`src/rtl/dram_pkg.sv`:
```
package dram_pkg;

    localparam int DQ_WIDTH   = 16;             // x16 data pins
    localparam int DM_WIDTH   = DQ_WIDTH / 8;   // One mask pin per byte lane
    localparam int ADDR_WIDTH = 17;
    localparam int BA_WIDTH   = 2;              // Single bank group
    localparam int NUM_BANKS  = 1 << BA_WIDTH;
    localparam int BURST_LEN  = 8;              // Fixed BL8

    // Command pins shared with the address bus while act_n is high
    localparam int RAS_BIT = 16;
    localparam int CAS_BIT = 15;
    localparam int WE_BIT  = 14;

    typedef logic [DQ_WIDTH-1:0] dq_t;
    typedef logic [DM_WIDTH-1:0] dm_t;  // Bit set blocks its byte
    typedef logic [BA_WIDTH-1:0] bank_t;

    // Refresh pattern is not modelled and falls into NOP
    typedef enum logic [2:0] {
        NOP,
        ACT,
        PRE,
        RD,
        WR
    } cmd_e;

    typedef enum logic [1:0] {
        IDLE,
        ACTIVATING,
        ACTIVE,
        PRECHARGING
    } bank_state_e;

endpackage

```
`src/rtl/dram_ifs.sv`:
```
`timescale 1ns/1ps

// Decoder to bank machines, plus state coming back
interface bank_ctrl_if #(
    parameter int ROW_BITS = 4
);
    import dram_pkg::*;

    logic [NUM_BANKS-1:0] act_req;              // One-hot activate strobe
    logic [NUM_BANKS-1:0] pre_req;              // One-hot precharge strobe
    logic [ROW_BITS-1:0]  act_row;              // Row for the activate
    bank_state_e          state    [NUM_BANKS]; // Each bank drives its own entry
    logic [ROW_BITS-1:0]  open_row [NUM_BANKS];

    modport decoder (
        output act_req,
        output pre_req,
        output act_row,
        input  state,
        input  open_row
    );

    modport bank (
        input  act_req,
        input  pre_req,
        input  act_row,
        output state,
        output open_row
    );
endinterface

// Accepted RD/WR handed to the burst engine
interface col_req_if #(
    parameter int ROW_BITS = 4,
    parameter int COL_BITS = 4
);
    import dram_pkg::*;

    logic                req;       // Single-cycle pulse
    logic                is_write;
    bank_t               bank;
    logic [ROW_BITS-1:0] row;       // Open row of that bank
    logic [COL_BITS-1:0] col;       // Starting column of the burst

    modport source (output req, is_write, bank, row, col);
    modport sink   (input  req, is_write, bank, row, col);
endinterface

```
`src/rtl/latency_timer.sv`:
```
`timescale 1ns/1ps

module latency_timer (
    input  logic       clk_in,
    input  logic       rst_n,
    input  logic       load,       // Restart the count
    input  logic [7:0] load_value,
    output logic       done        // Level, high while count is zero
);

    logic [7:0] count_q;

    always_ff @(posedge clk_in or negedge rst_n) begin
        if (!rst_n) begin
            count_q <= '0;  // Same as an expired count
        end else if (load) begin
            count_q <= load_value;
        end else if (count_q != '0) begin
            count_q <= count_q - 8'd1;  // Stops at zero
        end
    end

    assign done = (count_q == '0);

endmodule

```
`src/rtl/cmd_decoder.sv`:
```
`timescale 1ns/1ps

module cmd_decoder #(
    parameter int ROW_BITS = 4,
    parameter int COL_BITS = 4
) (
    input  logic                             clk_in,
    input  logic                             rst_n,
    input  logic                             cs_n,
    input  logic                             act_n,
    input  logic [dram_pkg::ADDR_WIDTH-1:0]  addr,
    input  dram_pkg::bank_t                  ba,
    output logic                             cmd_error,
    bank_ctrl_if.decoder                     bk,
    col_req_if.source                        col
);
    import dram_pkg::*;

    cmd_e        cmd;
    bank_state_e cur_state;
    logic        col_ready;   // Spacing since last RD/WR satisfied
    logic        legal;
    logic        col_accept;

    // Pin pattern to command
    always_comb begin
        cmd = NOP;
        if (!cs_n) begin
            if (!act_n) begin
                cmd = ACT;
            end else begin
                case ({addr[RAS_BIT], addr[CAS_BIT], addr[WE_BIT]})
                    3'b010:  cmd = PRE;
                    3'b101:  cmd = RD;
                    3'b100:  cmd = WR;
                    default: cmd = NOP;  // Refresh and unused codes
                endcase
            end
        end
    end

    assign cur_state = bk.state[ba];

    always_comb begin
        case (cmd)
            ACT:     legal = (cur_state == IDLE);
            PRE:     legal = (cur_state == ACTIVE);
            RD, WR:  legal = (cur_state == ACTIVE) && col_ready;
            default: legal = 1'b1;  // NOP never errors
        endcase
    end

    assign col_accept = ((cmd == RD) || (cmd == WR)) && legal;

    // Strobes go out in the command cycle, bank machines sample at the same edge
    assign bk.act_req = (cmd == ACT && legal) ? (NUM_BANKS'(1) << ba) : '0;
    assign bk.pre_req = (cmd == PRE && legal) ? (NUM_BANKS'(1) << ba) : '0;
    assign bk.act_row = addr[ROW_BITS-1:0];

    assign col.req      = col_accept;
    assign col.is_write = (cmd == WR);
    assign col.bank     = ba;
    assign col.row      = bk.open_row[ba];
    assign col.col      = addr[COL_BITS-1:0];

    // Next accepted column command no earlier than BURST_LEN edges later
    latency_timer u_col_timer (
        .clk_in     (clk_in),
        .rst_n      (rst_n),
        .load       (col_accept),
        .load_value (8'(BURST_LEN - 1)),
        .done       (col_ready)
    );

    // One-cycle pulse after the offending edge
    always_ff @(posedge clk_in or negedge rst_n) begin
        if (!rst_n) begin
            cmd_error <= 1'b0;
        end else begin
            cmd_error <= (cmd != NOP) && !legal;
        end
    end

endmodule

```
`src/flat_wrapper.sv`:
```
// flat-port wrapper written by rule: the top's interface ports become plain ports
module cmd_decoder_flat import dram_pkg::*;
#(
    parameter int ROW_BITS = 4,
    parameter int COL_BITS = 4
)
  (clk_in, rst_n, cs_n, act_n, addr, ba, cmd_error, bk_act_req, bk_pre_req, bk_act_row, bk_state, bk_open_row, col_req, col_is_write, col_bank, col_row, col_col);
  bank_ctrl_if #(.ROW_BITS(ROW_BITS)) bk_i ();
  col_req_if #(.ROW_BITS(ROW_BITS), .COL_BITS(COL_BITS)) col_i ();
  input  logic clk_in;
  input  logic rst_n;
  input  logic cs_n;
  input  logic act_n;
  input  logic [dram_pkg::ADDR_WIDTH-1:0] addr;
  input  dram_pkg::bank_t ba;
  output logic cmd_error;
  output wire logic [$bits(bk_i.act_req)-1:0] bk_act_req;
  output wire logic [$bits(bk_i.pre_req)-1:0] bk_pre_req;
  output wire logic [$bits(bk_i.act_row)-1:0] bk_act_row;
  input wire logic [$bits(bk_i.state)-1:0] bk_state;
  input wire logic [$bits(bk_i.open_row)-1:0] bk_open_row;
  output wire logic [$bits(col_i.req)-1:0] col_req;
  output wire logic [$bits(col_i.is_write)-1:0] col_is_write;
  output wire logic [$bits(col_i.bank)-1:0] col_bank;
  output wire logic [$bits(col_i.row)-1:0] col_row;
  output wire logic [$bits(col_i.col)-1:0] col_col;
  assign bk_act_req = bk_i.act_req;
  assign bk_pre_req = bk_i.pre_req;
  assign bk_act_row = bk_i.act_row;
  assign bk_i.state = {>>{bk_state}};
  assign bk_i.open_row = {>>{bk_open_row}};
  assign col_req = col_i.req;
  assign col_is_write = col_i.is_write;
  assign col_bank = col_i.bank;
  assign col_row = col_i.row;
  assign col_col = col_i.col;
  cmd_decoder #(.ROW_BITS(ROW_BITS), .COL_BITS(COL_BITS)) u_core (.clk_in(clk_in), .rst_n(rst_n), .cs_n(cs_n), .act_n(act_n), .addr(addr), .ba(ba), .cmd_error(cmd_error), .bk(bk_i), .col(col_i));
endmodule
```
`config.mk`:
```
export PLATFORM = sky130hd
export DESIGN_NAME = cmd_decoder_flat
export DESIGN_NICKNAME = d
export VERILOG_FILES = /design/src/rtl/dram_pkg.sv /design/src/rtl/dram_ifs.sv /design/src/rtl/latency_timer.sv /design/src/rtl/cmd_decoder.sv /design/src/flat_wrapper.sv
export SDC_FILE = /design/constraint.sdc
export NUM_CORES = 1
export LEC_CHECK = 0
export BUFFER_PORTS_ARGS = -buffer_cell sky130_fd_sc_hd__buf_2
export CAP_MARGIN = 20
export CORE_ASPECT_RATIO = 1.2
export CORE_MARGIN = 3
export CORE_UTILIZATION = 40
export CTS_CLUSTER_SIZE = 16
export DETAILED_ROUTE_END_ITERATION = 16
export GPL_TIMING_DRIVEN = 0
export PLACE_DENSITY = 0.8
export SLEW_MARGIN = 20
export SYNTH_ARGS = -nofsm -noshare
export SYNTH_HDL_FRONTEND = slang
export SYNTH_HIERARCHICAL = 1
export SYNTH_SLANG_ARGS = --single-unit
```
`constraint.sdc`:
```
create_clock -name clk_in -period 2.7 [get_ports clk_in]
set_input_delay 0.54 -clock clk_in [delete_from_list [all_inputs] [get_ports clk_in]]
set_output_delay 0.54 -clock clk_in [all_outputs]
set_load 0.01 [all_outputs]
```
==> key figures, run 1 <==
Status
  • Outcome: complete, no violations

Place
  • Final Wtd Congestion: 0.8530
  • Placement Cell Area: 1297 um2
  • Port Buffer Count: 56
  • DP HPWL: 2197 um

Clocking
  • TritonCTS clock tree: built
  • Clock-pin slew on the worst setup and hold paths: 0.06 ns
  • Worst skew pair latency: 0.26 ns
  • Clock root buffer: clkbuf_4
  • Longest Clk Path Bufs: 2
  • CTS Hold Buffers Added: 0
  • Clock sinks: 9
  • CTS buffer count: 3
  • Setup Buffers After CTS: 0
  • Htree depth: 1

Global route
  • Largest net degree at the start of global routing: 11
  • Vias in the first global route: 1,052
  • Global-route wire length before repair: 4209 um
  • Total congestion overflow: 0
  • Gr usage total: 18.02%
  • Antenna violations before repair: 0

Routing
  • Routed vias: 1,096
  • Via density: 5.453
  • Pre-Repair DR Iteration Count: 4
  • # DRC: 0
  • Final WL: 2673 um
  • Initial drt markers: 22
  • Post-DRT Antenna Nets: 0
  • Wire per inst: 13.30 um

Pwr
  • Lkg Pwr: 0.6306 nW
  • Final Power: 0.3516 mW
  • Worst IR Drop VDD: 206.2 uV
  • Pwr dens: 263.8 nW/um2

Critical path
  • Worst Path Required: 2.16 ns
  • Arrival time at the worst endpoint: 2.03 ns
  • Setup Crit Path Kind: reg2out
  • Element type at the critical path start: flop
  • Crit path max fanout: 7
  • Setup crit end kind: output port

Hold path
  • Worst Hold Class: in2async

Timing
  • Slew HR: 65.45%
  • Fmax: 0.3895 GHz
  • Setup violators final: 0
  • Slew Limit Fails: 0
  • Final clock skew: 0.004027 ns
  • Minimum clock period after layout: 2.567 ns
  • Final period util: 95.09%
  • Setup TNS: 0 ns
  • RSZ-0062 raised after global routing: no
  • Worst Max-Slew Pin Slew: 0.5135 ns
  • Final Hold Fails: 0

Synthesis
  • Yosys Warn Count: 6
  • Seq cells post-synth: 9
  • Largest cells by area after synthesis: dfrtp_1 (24%), mux4_1 (11%), buf_4 (7.8%), mux4_2 (4.7%), nor2_1 (4.3%)
  • Post-synth top area share: 23.53%
  • Sequential share of the synthesized area: 23.53%
  • Cells after Synth: 106
  • Unique masters post-synth: 43
  • Average size of a mapped cell: 9.030 um2
  • Yosys top cell by area: dfrtp_1
  • Synthesized area: 957.2 um2

Die
  • Io pins: 72
  • Die span in x: 50.66 um
  • Core area: 2162 um2
  • Num rows: 18
  • Initial Util: 44.27%
  • Die Y: 59.59 um
  • Die area: 3018 um2

Layout
  • Most frequent cells in the layout: buf_2 (56), nor2_1 (10), buf_4 (10)
  • Nets: 220
  • Most common cell after layout, fill and taps aside: buf_2
  • Layout cells sized above 1: 48.54%
  • Fin area: 1333 um2
  • Area delta synth->final: 39.22%
  • Diode count: 0
  • Layout filler cell count: 193

Run
  • Max Cap Violations: 0
[cell type report]
cell class / instances / area (um2) / share of cell area [%]
inverter: 3 / 11.26 / 0.8451
tap: 30 / 37.54 / 2.817
clock buffer: 4 / 26.28 / 1.972
buffer: 14 / 103.9 / 7.793
timing repair buffer: 56 / 280.3 / 21.03
multi-input combinational: 85 / 648.1 / 48.64
sequential: 9 / 225.2 / 16.90
[cell usage after synthesis, drive strengths merged]
cell          n
nor4          3
inv           3
o21ai         4
nand3         2
a21boi        1
nand4         1
o311ai        1
dlygate4sd1   1
o41ai         1
or3           3
or3b          3
nand2         6
o31a          2
nor3          8
ha            1
buf          11
and4b         1
nand2b        2
o31ai         3
or4           2
clkbuf        3
a2bb2oi       1
nor2         11
xnor2         1
mux2          2
dfrtp         9
a221oi        1
a21oi         3
o311a         1
o22ai         2
conb          2
mux4          6
a31oi         2
nand3b        1
nor3b         1
o21bai        1
[stage by stage]
step / utilization (%) / cells / worst slack, ns / hold slack, ns
4_1_cts: 61.63 / 202 / 0.02354 / 0.1161
6_report: 61.63 / 201 / 0.1326 / 0.1214
5_1_grt: 61.63 / 201 / 0.03951 / 0.1269
3_5_place_dp: 60.01 / 198 / 0.1601 / 0.4022
2_1_floorplan: - / 112 / 0.4529 / 0.2444
3_3_place_gp: 60.01 / 198 / 0.2342 / 0.3986
[flip-flops by register name, summed over array words and instances (netlist names)]
name / count
u_core/u_col_timer/count_q: 8
u_core/cmd_error: 1
[cell families (layout without fill, tap and decap cells)]
family,count (synthesis),count (layout),synth area share (%)
DFF,9,9,23.53
xor gates and xnor gates,1,1,0.9152
buffers and inverters,18,77,12.55
muxes,8,8,18.04
AOI/OAI and AO/OA,23,23,17.39
adders and majority gates,1,1,1.307
and+or+nand+nor,44,44,25.49
other,2,8,0.7846
[layer usage]
| layer | global-route usage (%) | share of wire [%] | vias to the layer above |
|---|---|---|---|
| met3 | 2.519 | 9.2 | 0 |
| met5 | 0 | 0 | - |
| met1 | 19.22 | 39 | 502 |
| met4 | 6.538 | 0 | 0 |
| li1 | - | - | 521 |
| met2 | 35.45 | 52 | 73 |
[where the power goes]
group          leakage (nW)  total (mW)  switching [mW]  internal (mW)
sequential            0.105       0.137        0.000406          0.136
combinational         0.511       0.113          0.0500         0.0630
clock                0.0150       0.102          0.0451         0.0568
total                 0.631       0.352          0.0955          0.256
[final timing paths]
kind	start	end	slack, ns	depth (start not counted)
max	u_core/u_col_timer/count_q[0]	col_req	0.13	6
min	rst_n	u_core/u_col_timer/count_q[0]	0.12	1
max reg2reg	u_core/u_col_timer/count_q[0]	u_core/u_col_timer/count_q[4]	0.35	8
min reg2reg	u_core/u_col_timer/count_q[7]	u_core/u_col_timer/count_q[7]	0.64	2
max in group asynchronous	rst_n	u_core/u_col_timer/count_q[5]	2.39	1
min in group clk_in	act_n	u_core/cmd_error	0.63	3
[worst max-delay path, stage by stage, from the launching register on]
cell and delay [ns]:
dfrtp_1 0.42, inv_1 0.09, ha_2 0.21, or3b_4 0.44, nor2_4 0.16, and4b_2 0.29
buf_2 0.14
[timing repair]
| item | in CTS | in global routing |
|---|---|---|
| pin swaps | 0 | 1 |
| resized for setup | 3 | 2 |
| cloned | 0 | 0 |
| endpoints found under the setup margin | 1 | 1 |
Note: power is estimated with default switching activity, not from simulation.
==> run 2: changes to the inputs <==
--- a/config.mk
+++ b/config.mk
@@ -8,7 +8,6 @@
 export BUFFER_PORTS_ARGS = -buffer_cell sky130_fd_sc_hd__buf_2
 export CAP_MARGIN = 20
 export CORE_ASPECT_RATIO = 1.2
-export CORE_MARGIN = 3
 export CORE_UTILIZATION = 40
 export CTS_CLUSTER_SIZE = 16
 export DETAILED_ROUTE_END_ITERATION = 16
==> key figures, run 2 (synthesis gave the netlist of run 1 again) <==
Routing
  • Initial drt markers: 18 (was 22)
  • Post-DRT Antenna Nets: 0 (unchanged)
  • Routed vias: 1,126 (was 1,096)
  • Final WL: 2654 um (was 2673 um)
  • Via density: 5.547 (was 5.453)
  • Pre-Repair DR Iteration Count: 6 (was 4)
  • Wire per inst: 13.07 um (was 13.30 um)
  • # DRC: 0 (unchanged)

Critical path
  • Top delay family on crit path: simple AND/OR/NAND/NOR gates (unchanged)
  • CP Cell Sequence: inv_1, ha_2, or3b_4, nor2_4, and4b_2, buf_2 (unchanged)
  • CP max stage cell: or3b_4 (unchanged)
  • Element type at the critical path start: flop (unchanged)
  • Setup crit end kind: output port (unchanged)
  • Crit path max fanout: 7 (unchanged)
  • Arrival time at the worst endpoint: 2.04 ns (was 2.03 ns)
  • Worst Path Required: 2.16 ns (about the same)
  • Setup Crit Path Kind: reg2out (unchanged)
  • Bufs and invs on worst path: 2 (unchanged)
  • Largest stage delay, worst path: 0.45 ns (was 0.44 ns)

Timing
  • Setup violators final: 0 (unchanged)
  • Fmax: 0.3875 GHz (was 0.3895 GHz)
  • Final Hold Fails: 0 (unchanged)
  • Slew Limit Fails: 0 (unchanged)
  • Setup TNS: 0 ns (unchanged)
  • Final worst slack: 0.1190 ns (was 0.1326 ns)
  • Minimum clock period after layout: 2.581 ns (was 2.567 ns)
  • Worst Max-Slew Pin Slew: 0.5128 ns (was 0.5135 ns)
  • Slew HR: 65.50% (was 65.45%)
  • Final clock skew: 0.008235 ns (was 0.004027 ns)
  • RSZ-0062 raised after global routing: no (unchanged)
  • Final period util: 95.59% (was 95.09%)

Global route
  • Total congestion overflow: 0 (unchanged)
  • Vias in the first global route: 989 (was 1,052)
  • Global-route wire length before repair: 3891 um (was 4209 um)
  • Antenna violations before repair: 0 (unchanged)
  • Largest net degree at the start of global routing: 11 (unchanged)
  • Gr usage total: 20.94% (was 18.02%)

Die
  • Die area: 2593 um2 (was 3018 um2)
  • Io pins: 72 (unchanged)
  • Num rows: 19 (was 18)
  • Core area: 2282 um2 (was 2162 um2)
  • Initial Util: 41.94% (was 44.27%)
  • Die span in x: 46.66 um (was 50.66 um)
  • Die Y: 55.59 um (was 59.59 um)

Layout
  • Most frequent cells in the layout: buf_2 (56), buf_4 (11), nor2_1 (10) (was buf_2 (56), nor2_1 (10), buf_4 (10))
  • Biggest regs: u_core/u_col_timer/count_q (8), u_core/cmd_error (1) (unchanged)
  • Layout filler cell count: 213 (was 193)
  • Max reg flops: 8 (unchanged)
  • Area delta synth->final: 40.13% (was 39.22%)
  • Nets: 221 (was 220)
  • Layout cells sized above 1: 48.84% (was 48.54%)
  • Diode count: 0 (unchanged)
  • Largest Register: u_core/u_col_timer/count_q (unchanged)
  • Most common cell after layout, fill and taps aside: buf_2 (unchanged)

Place
  • DP HPWL: 2187 um (was 2197 um)
  • Final Wtd Congestion: 0.8497 (was 0.8530)
  • Post-place setup slack: 0.1890 ns (was 0.1601 ns)
  • Port Buffer Count: 56 (unchanged)

Hold path
  • Worst Hold Class: in2async (unchanged)

Clocking
  • Worst skew pair latency: 0.27 ns (was 0.26 ns)
  • Clock sinks: 9 (unchanged)
  • Htree depth: 1 (unchanged)
  • Clock-pin slew on the worst setup and hold paths: 0.06 ns (about the same)
  • Longest Clk Path Bufs: 2 (unchanged)
  • Clock root buffer: clkbuf_4 (unchanged)
  • CTS buffer count: 3 (unchanged)
  • TritonCTS clock tree: built (unchanged)

Pwr
  • Clock network power share: 29.7% (was 29.0%)
  • Comb pwr share: 32.3% (was 32.1%)
  • Final Power: 0.3596 mW (was 0.3516 mW)
  • Switch share: 28.67% (was 27.17%)
  • Lkg Pwr: 0.6361 nW (was 0.6306 nW)
  • Share of power burned in registers: 38.0% (was 38.9%)
  • Worst IR Drop VDD: 180.6 uV (was 206.2 uV)
  • Pwr dens: 268.1 nW/um2 (was 263.8 nW/um2)
  • Cell Int Power: 0.2565 mW (was 0.2560 mW)
  • NetSw: 0.1031 mW (was 0.09553 mW)

Status
  • Outcome: complete, no violations (unchanged)

Run
  • Max Cap Violations: 0 (unchanged)
[run 2: per-layer routing]
| metal | GRT usage [%] | part of all wire, % | vias up |
|---|---|---|---|
| met4 | 14.29 | 4.0 | 0 |
| met1 | 20.25 | 34 | 514 |
| met3 | 1.948 | 8.1 | 10 |
| met2 | 38.10 | 54 | 76 |
| li1 | - | - | 526 |
| met5 | 0 | 0 | - |
[run 2: power groups by stage]
| stage | clock network, mW | registers [mW] | logic (mW) |
|---|---|---|---|
| after floorplan | 0 | 0.140 | 0.0633 |
| after global placement | 0 | 0.139 | 0.112 |
| after detailed placement | 0 | 0.139 | 0.115 |
| after CTS | 0.111 | 0.137 | 0.116 |
| after global routing | 0.115 | 0.137 | 0.124 |
| final | 0.107 | 0.137 | 0.116 |
[run 2: stage by stage]
| stage | std cells | instance area, um2 | hold slack [ns] | utilization (%) |
|---|---|---|---|---|
| final | 203 | 1341 | 0.1094 | 58.77 |
| after CTS | 203 | 1334 | 0.1076 | 58.44 |
| after detailed placement | 199 | 1299 | 0.4004 | 56.91 |
| after floorplan | 112 | 979.7 | 0.2444 | - |
| after global placement | 199 | 1299 | 0.4003 | 56.91 |
| after global routing | 203 | 1341 | 0.1206 | 58.77 |
[run 2: worst paths after layout]
| kind | cells past startpoint | slack (ns) | from | to |
|---|---|---|---|---|
| max in group asynchronous | 1 | 2.40 | rst_n | u_core/u_col_timer/count_q[4] |
| min in group clk_in | 2 | 0.60 | u_core/u_col_timer/count_q[7] | u_core/u_col_timer/count_q[6] |
| max reg2reg | 9 | 0.25 | u_core/u_col_timer/count_q[0] | u_core/u_col_timer/count_q[4] |
| min | 1 | 0.11 | rst_n | u_core/u_col_timer/count_q[0] |
| min reg2reg | 2 | 0.60 | u_core/u_col_timer/count_q[7] | u_core/u_col_timer/count_q[6] |
| max | 6 | 0.12 | u_core/u_col_timer/count_q[0] | col_req |
[run 2: cell type report]
cell class | count | area, um2 | area share (%)
clock buffers | 4 | 26.28 | 1.959
plain buffers | 14 | 103.9 | 7.743
repair buffers | 57 | 287.8 | 21.46
flip-flops and latches | 9 | 225.2 | 16.79
multi-input cells | 85 | 648.1 | 48.32
inverters | 3 | 11.26 | 0.8395
well taps | 31 | 38.79 | 2.892
[run 2: what timing repair did]
item / in CTS / in global routing
buffers inserted: 0 / 1
hold buffers: 0 / 0
endpoints found under the hold margin: 0 / 0
pin swaps: 0 / 1
gates resized for setup: 3 / 2
endpoints found under the setup margin: 1 / 1
